$ cat config.mk
export PLATFORM = sky130hd
export DESIGN_NAME = cps_mmr_top
export DESIGN_NICKNAME = d
export VERILOG_FILES = /design/src/cps_pkg.sv /design/src/cps_a_regs.sv /design/src/cps_b_regs.sv /design/src/cps_cfg_chain.sv /design/src/cps_mmr_top.sv
export VERILOG_INCLUDE_DIRS = /design/src
export SDC_FILE = /design/constraint.sdc
export NUM_CORES = 2
export LEC_CHECK = 0
export BUFFER_PORTS_ARGS = -buffer_cell sky130_fd_sc_hd__buf_2
export CAP_MARGIN = 10
export CORE_ASPECT_RATIO = 0.7
export CORE_UTILIZATION = 45
export DETAILED_ROUTE_END_ITERATION = 10
export PLACE_DENSITY = 0.69
export SYNTH_ARGS = -nofsm -noshare
export SYNTH_HDL_FRONTEND = slang
export SYNTH_HIERARCHICAL = 1
export SYNTH_SLANG_ARGS = --single-unit
$ cat constraint.sdc
create_clock -name clk -period 8.78 [get_ports clk]
set_input_delay 0.439 -clock clk [delete_from_list [all_inputs] [get_ports clk]]
set_output_delay 0.439 -clock clk [all_outputs]
set_load 0.02 [all_outputs]
$ cat src/cps_params.svh
// register block constants (config size, address map, slot lock codes, reset values), included by rtl
`ifndef CPS_PARAMS_SVH
`define CPS_PARAMS_SVH

// length of the per-game configuration string in bytes
`define CPS_REGSIZE        24

// slot lock codes
`define CPS_ADDR_LOCKED    5'h1f
`define CPS_ADDR_NONE      5'h00

// cps-a word offsets
`define CPS_A_OBJ_BASE     5'h00
`define CPS_A_VRAM1_BASE   5'h01
`define CPS_A_VRAM2_BASE   5'h02
`define CPS_A_VRAM3_BASE   5'h03
`define CPS_A_ROW_BASE     5'h04
`define CPS_A_PAL_BASE     5'h05
`define CPS_A_HPOS1        5'h06
`define CPS_A_VPOS1        5'h07
`define CPS_A_HPOS2        5'h08
`define CPS_A_VPOS2        5'h09
`define CPS_A_HPOS3        5'h0a
`define CPS_A_VPOS3        5'h0b
`define CPS_A_HSTAR1       5'h0c
`define CPS_A_VSTAR1       5'h0d
`define CPS_A_HSTAR2       5'h0e
`define CPS_A_VSTAR2       5'h0f
`define CPS_A_ROW_OFFSET   5'h10
`define CPS_A_VIDEO_CTRL   5'h11

// reset values
`define CPS_LAYER_CTRL_RST 16'h1b60
`define CPS_PAL_PAGE_RST   6'h3f
`define CPS_MMR_IDLE       16'hffff

`endif

$ cat src/cps_pkg.sv
// shared word, bus address and input-mode types for the cps register block and its testbench
package cps_pkg;

    // one cpu bus word or register
    typedef logic [15:0] word_t;

    // word address on the cpu bus, byte address bits 5..1
    typedef logic [4:0] mmr_addr_t;

    // what the second extra input port returns
    typedef enum logic {
        INPUT_3P   = 1'b0,
        INPUT_6BTN = 1'b1
    } input_mode_t;

endpackage

$ cat src/cps_a_regs.sv
// cps-a write-only video registers with byte-lane writes and the delayed palette copy and dma strobes
`timescale 1ns/100ps
`include "cps_params.svh"

module cps_a_regs (
    input  logic               clk,
    input  logic               reg_rst,
    input  logic               ppu1_cs,
    input  cps_pkg::mmr_addr_t addr,
    input  logic [1:0]         dsn,
    input  cps_pkg::word_t     cpu_dout,
    output cps_pkg::word_t     vram_obj_base,
    output cps_pkg::word_t     vram1_base,
    output cps_pkg::word_t     vram2_base,
    output cps_pkg::word_t     vram3_base,
    output cps_pkg::word_t     vram_row_base,
    output cps_pkg::word_t     pal_base,
    output cps_pkg::word_t     hpos1,
    output cps_pkg::word_t     hpos2,
    output cps_pkg::word_t     hpos3,
    output cps_pkg::word_t     vpos1,
    output cps_pkg::word_t     vpos2,
    output cps_pkg::word_t     vpos3,
    output cps_pkg::word_t     hstar1,
    output cps_pkg::word_t     hstar2,
    output cps_pkg::word_t     vstar1,
    output cps_pkg::word_t     vstar2,
    output cps_pkg::word_t     row_offset,
    output cps_pkg::word_t     ppu_ctrl,
    output logic               pal_copy,
    output logic               obj_dma_ok
);

    localparam int NREGS = `CPS_A_VIDEO_CTRL + 1;

    cps_pkg::word_t regs_q [NREGS];
    logic           pre_copy;
    logic           pre_dma_ok;

    // a lane whose dsn bit is high keeps its old byte
    function automatic cps_pkg::word_t merge(cps_pkg::word_t old_w, cps_pkg::word_t new_w,
                                             logic [1:0] sel_n);
        return {sel_n[1] ? old_w[15:8] : new_w[15:8], sel_n[0] ? old_w[7:0] : new_w[7:0]};
    endfunction

    always_ff @(posedge clk or posedge reg_rst) begin
        if (reg_rst) begin
            for (int i = 0; i < NREGS; i++) begin
                regs_q[i] <= '0;
            end
            pre_copy   <= 1'b0;
            pre_dma_ok <= 1'b0;
            pal_copy   <= 1'b0;
            obj_dma_ok <= 1'b0;
        end else if (ppu1_cs) begin
            // offsets above the video control word are ignored
            if (addr <= `CPS_A_VIDEO_CTRL) begin
                regs_q[addr] <= merge(regs_q[addr], cpu_dout, dsn);
            end
            if (addr == `CPS_A_OBJ_BASE) begin
                pre_dma_ok <= 1'b1;
            end
            if (addr == `CPS_A_PAL_BASE) begin
                pre_copy <= 1'b1;
            end
            pal_copy   <= 1'b0;
            obj_dma_ok <= 1'b0;
        end else begin
            // requests wait for cs to drop so the video side reads the settled base
            pal_copy   <= pre_copy;
            obj_dma_ok <= pre_dma_ok;
            pre_copy   <= 1'b0;
            pre_dma_ok <= 1'b0;
        end
    end

    assign vram_obj_base = regs_q[`CPS_A_OBJ_BASE];
    assign vram1_base    = regs_q[`CPS_A_VRAM1_BASE];
    assign vram2_base    = regs_q[`CPS_A_VRAM2_BASE];
    assign vram3_base    = regs_q[`CPS_A_VRAM3_BASE];
    assign vram_row_base = regs_q[`CPS_A_ROW_BASE];
    assign pal_base      = regs_q[`CPS_A_PAL_BASE];
    assign hpos1         = regs_q[`CPS_A_HPOS1];
    assign vpos1         = regs_q[`CPS_A_VPOS1];
    assign hpos2         = regs_q[`CPS_A_HPOS2];
    assign vpos2         = regs_q[`CPS_A_VPOS2];
    assign hpos3         = regs_q[`CPS_A_HPOS3];
    assign vpos3         = regs_q[`CPS_A_VPOS3];
    assign hstar1        = regs_q[`CPS_A_HSTAR1];
    assign vstar1        = regs_q[`CPS_A_VSTAR1];
    assign hstar2        = regs_q[`CPS_A_HSTAR2];
    assign vstar2        = regs_q[`CPS_A_VSTAR2];
    assign row_offset    = regs_q[`CPS_A_ROW_OFFSET];
    assign ppu_ctrl      = regs_q[`CPS_A_VIDEO_CTRL];

    // the copy request never overlaps an access on the next cycle
    a_no_copy_during_cs: assert property (
        @(posedge clk) disable iff (reg_rst) ppu1_cs |=> !pal_copy);

endmodule

$ cat src/cps_b_regs.sv
// cps-b registers at configurable addresses: id, multiplier, layer and priority control, extra inputs
`timescale 1ns/100ps
`include "cps_params.svh"

module cps_b_regs (
    input  logic                 clk,
    input  logic                 reg_rst,
    input  logic                 ppu2_cs,
    input  cps_pkg::mmr_addr_t   addr,
    input  logic [1:0]           dsn,
    input  cps_pkg::word_t       cpu_dout,
    input  cps_pkg::mmr_addr_t   addr_id,
    input  cps_pkg::mmr_addr_t   addr_mult1,
    input  cps_pkg::mmr_addr_t   addr_mult2,
    input  cps_pkg::mmr_addr_t   addr_rslt0,
    input  cps_pkg::mmr_addr_t   addr_rslt1,
    input  cps_pkg::mmr_addr_t   addr_layer,
    input  cps_pkg::mmr_addr_t   addr_prio0,
    input  cps_pkg::mmr_addr_t   addr_prio1,
    input  cps_pkg::mmr_addr_t   addr_prio2,
    input  cps_pkg::mmr_addr_t   addr_prio3,
    input  cps_pkg::mmr_addr_t   addr_in2,
    input  cps_pkg::mmr_addr_t   addr_in3,
    input  cps_pkg::mmr_addr_t   addr_pal_page,
    input  logic [7:0]           cpsb_id,
    input  cps_pkg::input_mode_t input_mode,
    input  logic [3:0]           start_button,
    input  logic [3:0]           coin_input,
    input  logic [9:0]           joystick1,
    input  logic [9:0]           joystick2,
    input  logic [9:0]           joystick3,
    input  logic [9:0]           joystick4,
    output cps_pkg::word_t       mmr_dout,
    output cps_pkg::word_t       layer_ctrl,
    output cps_pkg::word_t       prio0,
    output cps_pkg::word_t       prio1,
    output cps_pkg::word_t       prio2,
    output cps_pkg::word_t       prio3,
    output logic [5:0]           pal_page_en
);

    cps_pkg::word_t mult1;
    cps_pkg::word_t mult2;
    cps_pkg::word_t rslt0;
    cps_pkg::word_t rslt1;
    cps_pkg::word_t rd_data;
    logic [7:0]     in2;
    logic [7:0]     in3;
    logic [12:0]    hit;
    logic           wr;

    // slot match, an all-ones bus address never hits anything
    function automatic logic slot_hit(cps_pkg::mmr_addr_t a, cps_pkg::mmr_addr_t slot,
                                      logic usable);
        return usable && (a == slot) && !(&a);
    endfunction

    assign hit[0]  = slot_hit(addr, addr_id, 1'b1);
    assign hit[1]  = slot_hit(addr, addr_mult1, addr_mult1 != `CPS_ADDR_LOCKED);
    assign hit[2]  = slot_hit(addr, addr_mult2, addr_mult2 != `CPS_ADDR_LOCKED);
    assign hit[3]  = slot_hit(addr, addr_rslt0, addr_rslt0 != `CPS_ADDR_LOCKED);
    assign hit[4]  = slot_hit(addr, addr_rslt1, addr_rslt1 != `CPS_ADDR_LOCKED);
    assign hit[5]  = slot_hit(addr, addr_layer, 1'b1);
    assign hit[6]  = slot_hit(addr, addr_prio0, addr_prio0 != `CPS_ADDR_LOCKED);
    assign hit[7]  = slot_hit(addr, addr_prio1, addr_prio1 != `CPS_ADDR_LOCKED);
    assign hit[8]  = slot_hit(addr, addr_prio2, addr_prio2 != `CPS_ADDR_LOCKED);
    assign hit[9]  = slot_hit(addr, addr_prio3, addr_prio3 != `CPS_ADDR_LOCKED);
    assign hit[10] = slot_hit(addr, addr_pal_page, 1'b1);
    assign hit[11] = slot_hit(addr, addr_in2, addr_in2 != `CPS_ADDR_NONE);
    assign hit[12] = slot_hit(addr, addr_in3, addr_in3 != `CPS_ADDR_NONE);

    // only full-word writes land
    assign wr = ppu2_cs && (dsn == 2'b00);

    // product lags the operands by one clock
    always_ff @(posedge clk) begin
        {rslt1, rslt0} <= mult1 * mult2;
    end

    // player inputs sampled every clock
    always_ff @(posedge clk) begin
        in3 <= {start_button[3], coin_input[3], joystick4[5:0]};
        if (input_mode == cps_pkg::INPUT_6BTN) begin
            in2 <= {1'b1, joystick2[9:7], 1'b1, joystick1[9:7]};
        end else begin
            in2 <= {start_button[2], coin_input[2], joystick3[5:0]};
        end
    end

    always_comb begin
        rd_data = `CPS_MMR_IDLE;
        if (hit[0])       rd_data = {4'h0, cpsb_id[7:4], 4'h0, cpsb_id[3:0]};
        else if (hit[1])  rd_data = mult1;
        else if (hit[2])  rd_data = mult2;
        else if (hit[3])  rd_data = rslt0;
        else if (hit[4])  rd_data = rslt1;
        else if (hit[5])  rd_data = layer_ctrl;
        else if (hit[6])  rd_data = prio0;
        else if (hit[7])  rd_data = prio1;
        else if (hit[8])  rd_data = prio2;
        else if (hit[9])  rd_data = prio3;
        else if (hit[10]) rd_data = {10'd0, pal_page_en};
        else if (hit[11]) rd_data = {in2, in2};
        else if (hit[12]) rd_data = {in3, in3};
    end

    // multiplier operands
    always_ff @(posedge clk) begin
        if (wr && hit[1]) mult1 <= cpu_dout;
        if (wr && hit[2]) mult2 <= cpu_dout;
    end

    always_ff @(posedge clk or posedge reg_rst) begin
        if (reg_rst) begin
            mmr_dout    <= `CPS_MMR_IDLE;
            layer_ctrl  <= `CPS_LAYER_CTRL_RST;
            prio0       <= '0;
            prio1       <= '0;
            prio2       <= '0;
            prio3       <= '0;
            pal_page_en <= `CPS_PAL_PAGE_RST;
        end else if (ppu2_cs) begin
            mmr_dout <= rd_data;
            if (wr && hit[5])  layer_ctrl  <= cpu_dout;
            if (wr && hit[6])  prio0       <= cpu_dout;
            if (wr && hit[7])  prio1       <= cpu_dout;
            if (wr && hit[8])  prio2       <= cpu_dout;
            if (wr && hit[9])  prio3       <= cpu_dout;
            if (wr && hit[10]) pal_page_en <= cpu_dout[5:0];
        end
    end

    // a game table with two slots on one address would make the read mux ambiguous
    a_single_slot: assert property (
        @(posedge clk) disable iff (reg_rst) ppu2_cs |-> $onehot0(hit));

endmodule

$ cat src/cps_cfg_chain.sv
// per-game configuration shift chain, decoded into cps-b register slots and rom mapper levels
`timescale 1ns/100ps
`include "cps_params.svh"

module cps_cfg_chain (
    input  logic                 clk,
    input  logic                 cfg_we,
    input  logic [7:0]           cfg_data,
    output cps_pkg::mmr_addr_t   addr_id,
    output cps_pkg::mmr_addr_t   addr_mult1,
    output cps_pkg::mmr_addr_t   addr_mult2,
    output cps_pkg::mmr_addr_t   addr_rslt0,
    output cps_pkg::mmr_addr_t   addr_rslt1,
    output cps_pkg::mmr_addr_t   addr_layer,
    output cps_pkg::mmr_addr_t   addr_prio0,
    output cps_pkg::mmr_addr_t   addr_prio1,
    output cps_pkg::mmr_addr_t   addr_prio2,
    output cps_pkg::mmr_addr_t   addr_prio3,
    output cps_pkg::mmr_addr_t   addr_in2,
    output cps_pkg::mmr_addr_t   addr_in3,
    output cps_pkg::mmr_addr_t   addr_pal_page,
    output logic [7:0]           cpsb_id,
    output logic [7:0]           layer_mask0,
    output logic [7:0]           layer_mask1,
    output logic [7:0]           layer_mask2,
    output logic [7:0]           layer_mask3,
    output logic [5:0]           game,
    output cps_pkg::word_t       bank_offset,
    output cps_pkg::word_t       bank_mask,
    output cps_pkg::input_mode_t input_mode,
    output logic                 cpu_speed,
    output logic                 charger
);

    logic [7:0] cfg [`CPS_REGSIZE];

    // bytes enter at the top and walk down, so the first byte written ends in slot 0
    always_ff @(posedge clk) begin
        if (cfg_we) begin
            for (int i = 0; i < `CPS_REGSIZE - 1; i++) begin
                cfg[i] <= cfg[i + 1];
            end
            cfg[`CPS_REGSIZE - 1] <= cfg_data;
        end
    end

    // slots hold byte addresses, the bus uses word addresses
    assign addr_id       = cfg[0][5:1];
    assign cpsb_id       = cfg[1];
    assign addr_mult1    = cfg[2][5:1];
    assign addr_mult2    = cfg[3][5:1];
    assign addr_rslt0    = cfg[4][5:1];
    assign addr_rslt1    = cfg[5][5:1];
    assign addr_layer    = cfg[6][5:1];
    assign addr_prio0    = cfg[7][5:1];
    assign addr_prio1    = cfg[8][5:1];
    assign addr_prio2    = cfg[9][5:1];
    assign addr_prio3    = cfg[10][5:1];
    assign addr_in2      = cfg[11][5:1];
    assign addr_in3      = cfg[12][5:1];
    assign addr_pal_page = cfg[13][5:1];

    // layer 4 shares mask 3 on the video side
    assign layer_mask0   = cfg[14];
    assign layer_mask1   = cfg[15];
    assign layer_mask2   = cfg[16];
    assign layer_mask3   = cfg[17];

    // mapper bytes
    assign game          = cfg[18][5:0];
    assign bank_offset   = {cfg[20], cfg[19]};
    assign bank_mask     = {cfg[22], cfg[21]};
    assign charger       = cfg[23][7];
    assign input_mode    = cps_pkg::input_mode_t'(cfg[23][3]);
    assign cpu_speed     = cfg[23][0];

    // an unknown byte would poison the whole address map
    a_cfg_data_known: assert property (@(posedge clk) cfg_we |-> !$isunknown(cfg_data));

endmodule

$ cat src/cps_mmr_top.sv
// cps-a/cps-b register subsystem: configuration chain beside the two register banks
`timescale 1ns/100ps

module cps_mmr_top (
    input  logic               clk,
    input  logic               reg_rst,
    input  logic               ppu1_cs,
    input  logic               ppu2_cs,
    input  cps_pkg::mmr_addr_t addr,
    input  logic [1:0]         dsn,
    input  cps_pkg::word_t     cpu_dout,
    output cps_pkg::word_t     mmr_dout,
    input  logic               cfg_we,
    input  logic [7:0]         cfg_data,
    input  logic [3:0]         start_button,
    input  logic [3:0]         coin_input,
    input  logic [9:0]         joystick1,
    input  logic [9:0]         joystick2,
    input  logic [9:0]         joystick3,
    input  logic [9:0]         joystick4,
    output cps_pkg::word_t     vram_obj_base,
    output cps_pkg::word_t     vram1_base,
    output cps_pkg::word_t     vram2_base,
    output cps_pkg::word_t     vram3_base,
    output cps_pkg::word_t     vram_row_base,
    output cps_pkg::word_t     pal_base,
    output cps_pkg::word_t     hpos1,
    output cps_pkg::word_t     hpos2,
    output cps_pkg::word_t     hpos3,
    output cps_pkg::word_t     vpos1,
    output cps_pkg::word_t     vpos2,
    output cps_pkg::word_t     vpos3,
    output cps_pkg::word_t     hstar1,
    output cps_pkg::word_t     hstar2,
    output cps_pkg::word_t     vstar1,
    output cps_pkg::word_t     vstar2,
    output cps_pkg::word_t     row_offset,
    output cps_pkg::word_t     ppu_ctrl,
    output logic               pal_copy,
    output logic               obj_dma_ok,
    output cps_pkg::word_t     layer_ctrl,
    output cps_pkg::word_t     prio0,
    output cps_pkg::word_t     prio1,
    output cps_pkg::word_t     prio2,
    output cps_pkg::word_t     prio3,
    output logic [5:0]         pal_page_en,
    output logic [7:0]         layer_mask0,
    output logic [7:0]         layer_mask1,
    output logic [7:0]         layer_mask2,
    output logic [7:0]         layer_mask3,
    output logic [5:0]         game,
    output cps_pkg::word_t     bank_offset,
    output cps_pkg::word_t     bank_mask,
    output logic               cpu_speed,
    output logic               charger
);

    // cps-b address map and mode, levels from the chain
    cps_pkg::mmr_addr_t   addr_id;
    cps_pkg::mmr_addr_t   addr_mult1;
    cps_pkg::mmr_addr_t   addr_mult2;
    cps_pkg::mmr_addr_t   addr_rslt0;
    cps_pkg::mmr_addr_t   addr_rslt1;
    cps_pkg::mmr_addr_t   addr_layer;
    cps_pkg::mmr_addr_t   addr_prio0;
    cps_pkg::mmr_addr_t   addr_prio1;
    cps_pkg::mmr_addr_t   addr_prio2;
    cps_pkg::mmr_addr_t   addr_prio3;
    cps_pkg::mmr_addr_t   addr_in2;
    cps_pkg::mmr_addr_t   addr_in3;
    cps_pkg::mmr_addr_t   addr_pal_page;
    logic [7:0]           cpsb_id;
    cps_pkg::input_mode_t input_mode;

    // port names match the top-level nets one to one
    cps_cfg_chain i_cps_cfg_chain (.*);

    cps_a_regs i_cps_a_regs (.*);

    cps_b_regs i_cps_b_regs (.*);

endmodule

==> results_dict.tcl <==
set metrics [dict create \
    status "finished, final reports clean" \
    syn_nets 3745 \
    portBuffers 521 \
    grt_pass1_wl_mm 176 \
    ys_seq_elements 663 \
    yosys-top-cells-area "dfrtp_1, edfxtp_1, fa_1" \
    ant_nets 0 \
    top_layer_used "met5" \
    cts-root-buf "clkbuf_16" \
    nNetsFinal 4073 \
    drcViolationCount 0 \
    synth_most_common_cell "nand2_1" \
    top_register "i_cps_cfg_chain/cfg" \
    slew_violations 0 \
    syn_area_um2 37200 \
    hold_slack_ps 70.2 \
    cp_common_cell "fa_1" \
    coreArea_um2 81200 \
    cp.arrival_ps 7230 \
    tritoncts "built" \
    cts_buffer_depth 3 \
    synth_top_area_share_pct 24.6 \
    ir_drop_v 0.000183 \
    post-route-worst-setup-slack_ps 2000 \
    die_y_um 242 \
    firstDrtPassIters 6 \
    cts_buffers 70 \
    dp_hpwl_mm 87.3 \
    drt_iter0_markers 2803 \
    wl_per_cell_um 24.9 \
    maxCapViolations 0 \
    synthTopCellsByCount "nand2_1, dfrtp_1, inv_1" \
    power_leakage_uw 0.0196 \
    pin_count 548 \
    cellPowerDensity_nw_per_um2 213 \
    area_growth_pct 13.3 \
    route.vias.total 27436 \
    maxSlewHeadroom_pct 14.1 \
    track_usage_pct 28.3 \
    cpPeakStageDelay_ps 990 \
    postCtsSetupBuffers 0 \
    synth_edf_count 221 \
    cp.required_ps 9230 \
    fmax_ghz 0.147 \
    die_area_um2 83800 \
    rsz0062_at_grt "false" \
    final.setup_skew_ps 45.4 \
    htree_levels 3 \
    critPathMaxFanout 17 \
    rows 87 \
    chipWidth_um 346 \
    dr_wl_met2_mm 49.7 \
    synth_cells 3363 \
    start_util_pct 45.8 \
    worstHoldPathType "input pin to register" \
    antenna_found_initial 2 \
    finalHoldViolCount 0 \
    layout-drive-gt1-share_pct 25.2 \
    worst-setup-path-type "register to register" \
    avgSynthCellArea_um2 11.1 \
    met1_length_mm 52.7 \
    postSynth.asyncResetShare_pct 59.4 \
    crit_path_cell_trace "nand2_1, fa_1, fa_1, inv_1, fa_1, fa_1, fa_1, inv_1, fa_1, inv_1, ha_1, a211o_1, nor2_1, o211ai_1, o21ai_0, o211a_1, nand2b_1, o311ai_0" \
    grt_max_degree 168 \
    fin_setup_tns_ps 0 \
    post-place-ws_ps 2210 \
    worstSetupEndpointType "register" \
    cp-start-kind "register" \
    fin_util_pct 51.9 \
    synth_top_cell_by_area "dfrtp_1" \
    finalSetupViolations 0 \
    period_minus_slack_ps 6780 \
    avgViaCountPerCell 5.69 \
    worst_pin_slew_ps 1280 \
    drt_wl_total_mm 120 \
    seq_area_frac_synth_pct 47.1 \
    grt_pass1_vias 25879 \
    insertion_delay_ps 630 \
    cts.sinks 663 \
    gp_congestion 0.970 \
    synth_cell_types 96 \
    dr_wl_met3_mm 12.4 \
    grt-ovfl-total 0 \
    clk_pin_slew_ps 70 \
    cpMaxStageDelayCell "edfxtp_1" \
    largest_register_ffs 189 \
    yosys_warnings 6 \
    min_period_over_period_pct 77.3 \
    synthFlopType "dfrtp_1" \
]
[worst max-delay path: cells and delay by family, from the launching register on]
family          cells  cell delay, ps
compound gates      5            1620
buf+inv             3             150
flops               1             990
simple gates        3             440
fa+ha+maj           7            3400
[layout by cell type, fill, tap and decap left out, types with 28 or more instances in the layout]
cell	netlist	final
buf_2	33	519
nand2_1	506	506
dfrtp_1	366	366
inv_1	261	259
o21ai_0	223	223
edfxtp_1	221	221
fa_1	194	194
and2_1	124	124
mux2_2	124	124
o21ai_1	108	108
ha_1	104	104
mux2i_1	79	79
clkbuf_16	0	75
nor2_1	64	62
a21oi_1	58	58
dfxtp_1	48	48
buf_4	163	45
xnor2_1	43	43
a211oi_1	37	37
xor2_1	33	33
o21ai_2	29	29
dfstp_2	28	28
[report_power, final]
group          internal, uW  switching [uW]  leakage (uW)  total [uW]
clock                  1860            1310       0.00120        3160
sequential             3610             338       0.00767        3950
combinational           612            1240        0.0107        1850
total                  6080            2890        0.0196        8970
[layout make-up]
cell class	instances	area [um^2]
Multi-Input combinational cell	2105	16600
Fill cell	7186	39100
Antenna cell	4	10.0
Tap cell	1068	1340
Clock buffer	103	2100
Sequential cell	663	17500
Clock inverter	27	338
Inverter	261	990
Timing Repair Buffer	590	3240
[layer usage]
layer	global-route usage, %	up-vias
li1	-	12046
met1	41.3	13658
met2	40.1	1472
met3	7.75	258
met4	9.53	2
met5	0.964	-
[cells by family (layout without fill, tap and decap cells)]
kind of cell,count (synthesis),in the layout,synth area share [%]
xor+xnor,76,76,1.79
other cells,0,4,0
compound gates,686,686,12.5
mux,208,208,6.06
flops,663,663,47.1
buf+inv,595,981,8.33
simple gates,837,837,10.3
fa+ha+maj,298,298,13.9
[stage by stage]
step | area, um^2 | power (uW) | instances
after floorplan | 37200 | 5060 | 3363
after global placement | 39400 | 5780 | 4665
after detailed placement | 39400 | 5820 | 4665
after CTS | 42100 | 8980 | 4814
after global routing | 42100 | 9270 | 4818
final | 42100 | 8970 | 4821
[what timing repair did]
item | CTS | global route
hold endpoints to repair | 128 | 0
hold buffers | 19 | 0
endpoints found under the setup margin | 0 | 0
gates resized for setup | 0 | 0
[final timing paths]
path	from	to	slack (ps)	cells past startpoint
max in group asynchronous	reg_rst	i_cps_a_regs/pal_base[4]	6290	5
max reg2reg	i_cps_b_regs/mult2[8]	i_cps_b_regs/rslt1[14]	2000	18
min reg2reg	i_cps_cfg_chain/cfg[1][38]	i_cps_cfg_chain/cfg[1][30]	420	0
min	ppu1_cs	i_cps_a_regs/pal_copy	70	2
min in group asynchronous	reg_rst	i_cps_b_regs/prio2[1]	450	3
max	i_cps_b_regs/mult2[8]	i_cps_b_regs/rslt1[14]	2000	18
No activity file was read; power rests on OpenSTA's default activity.
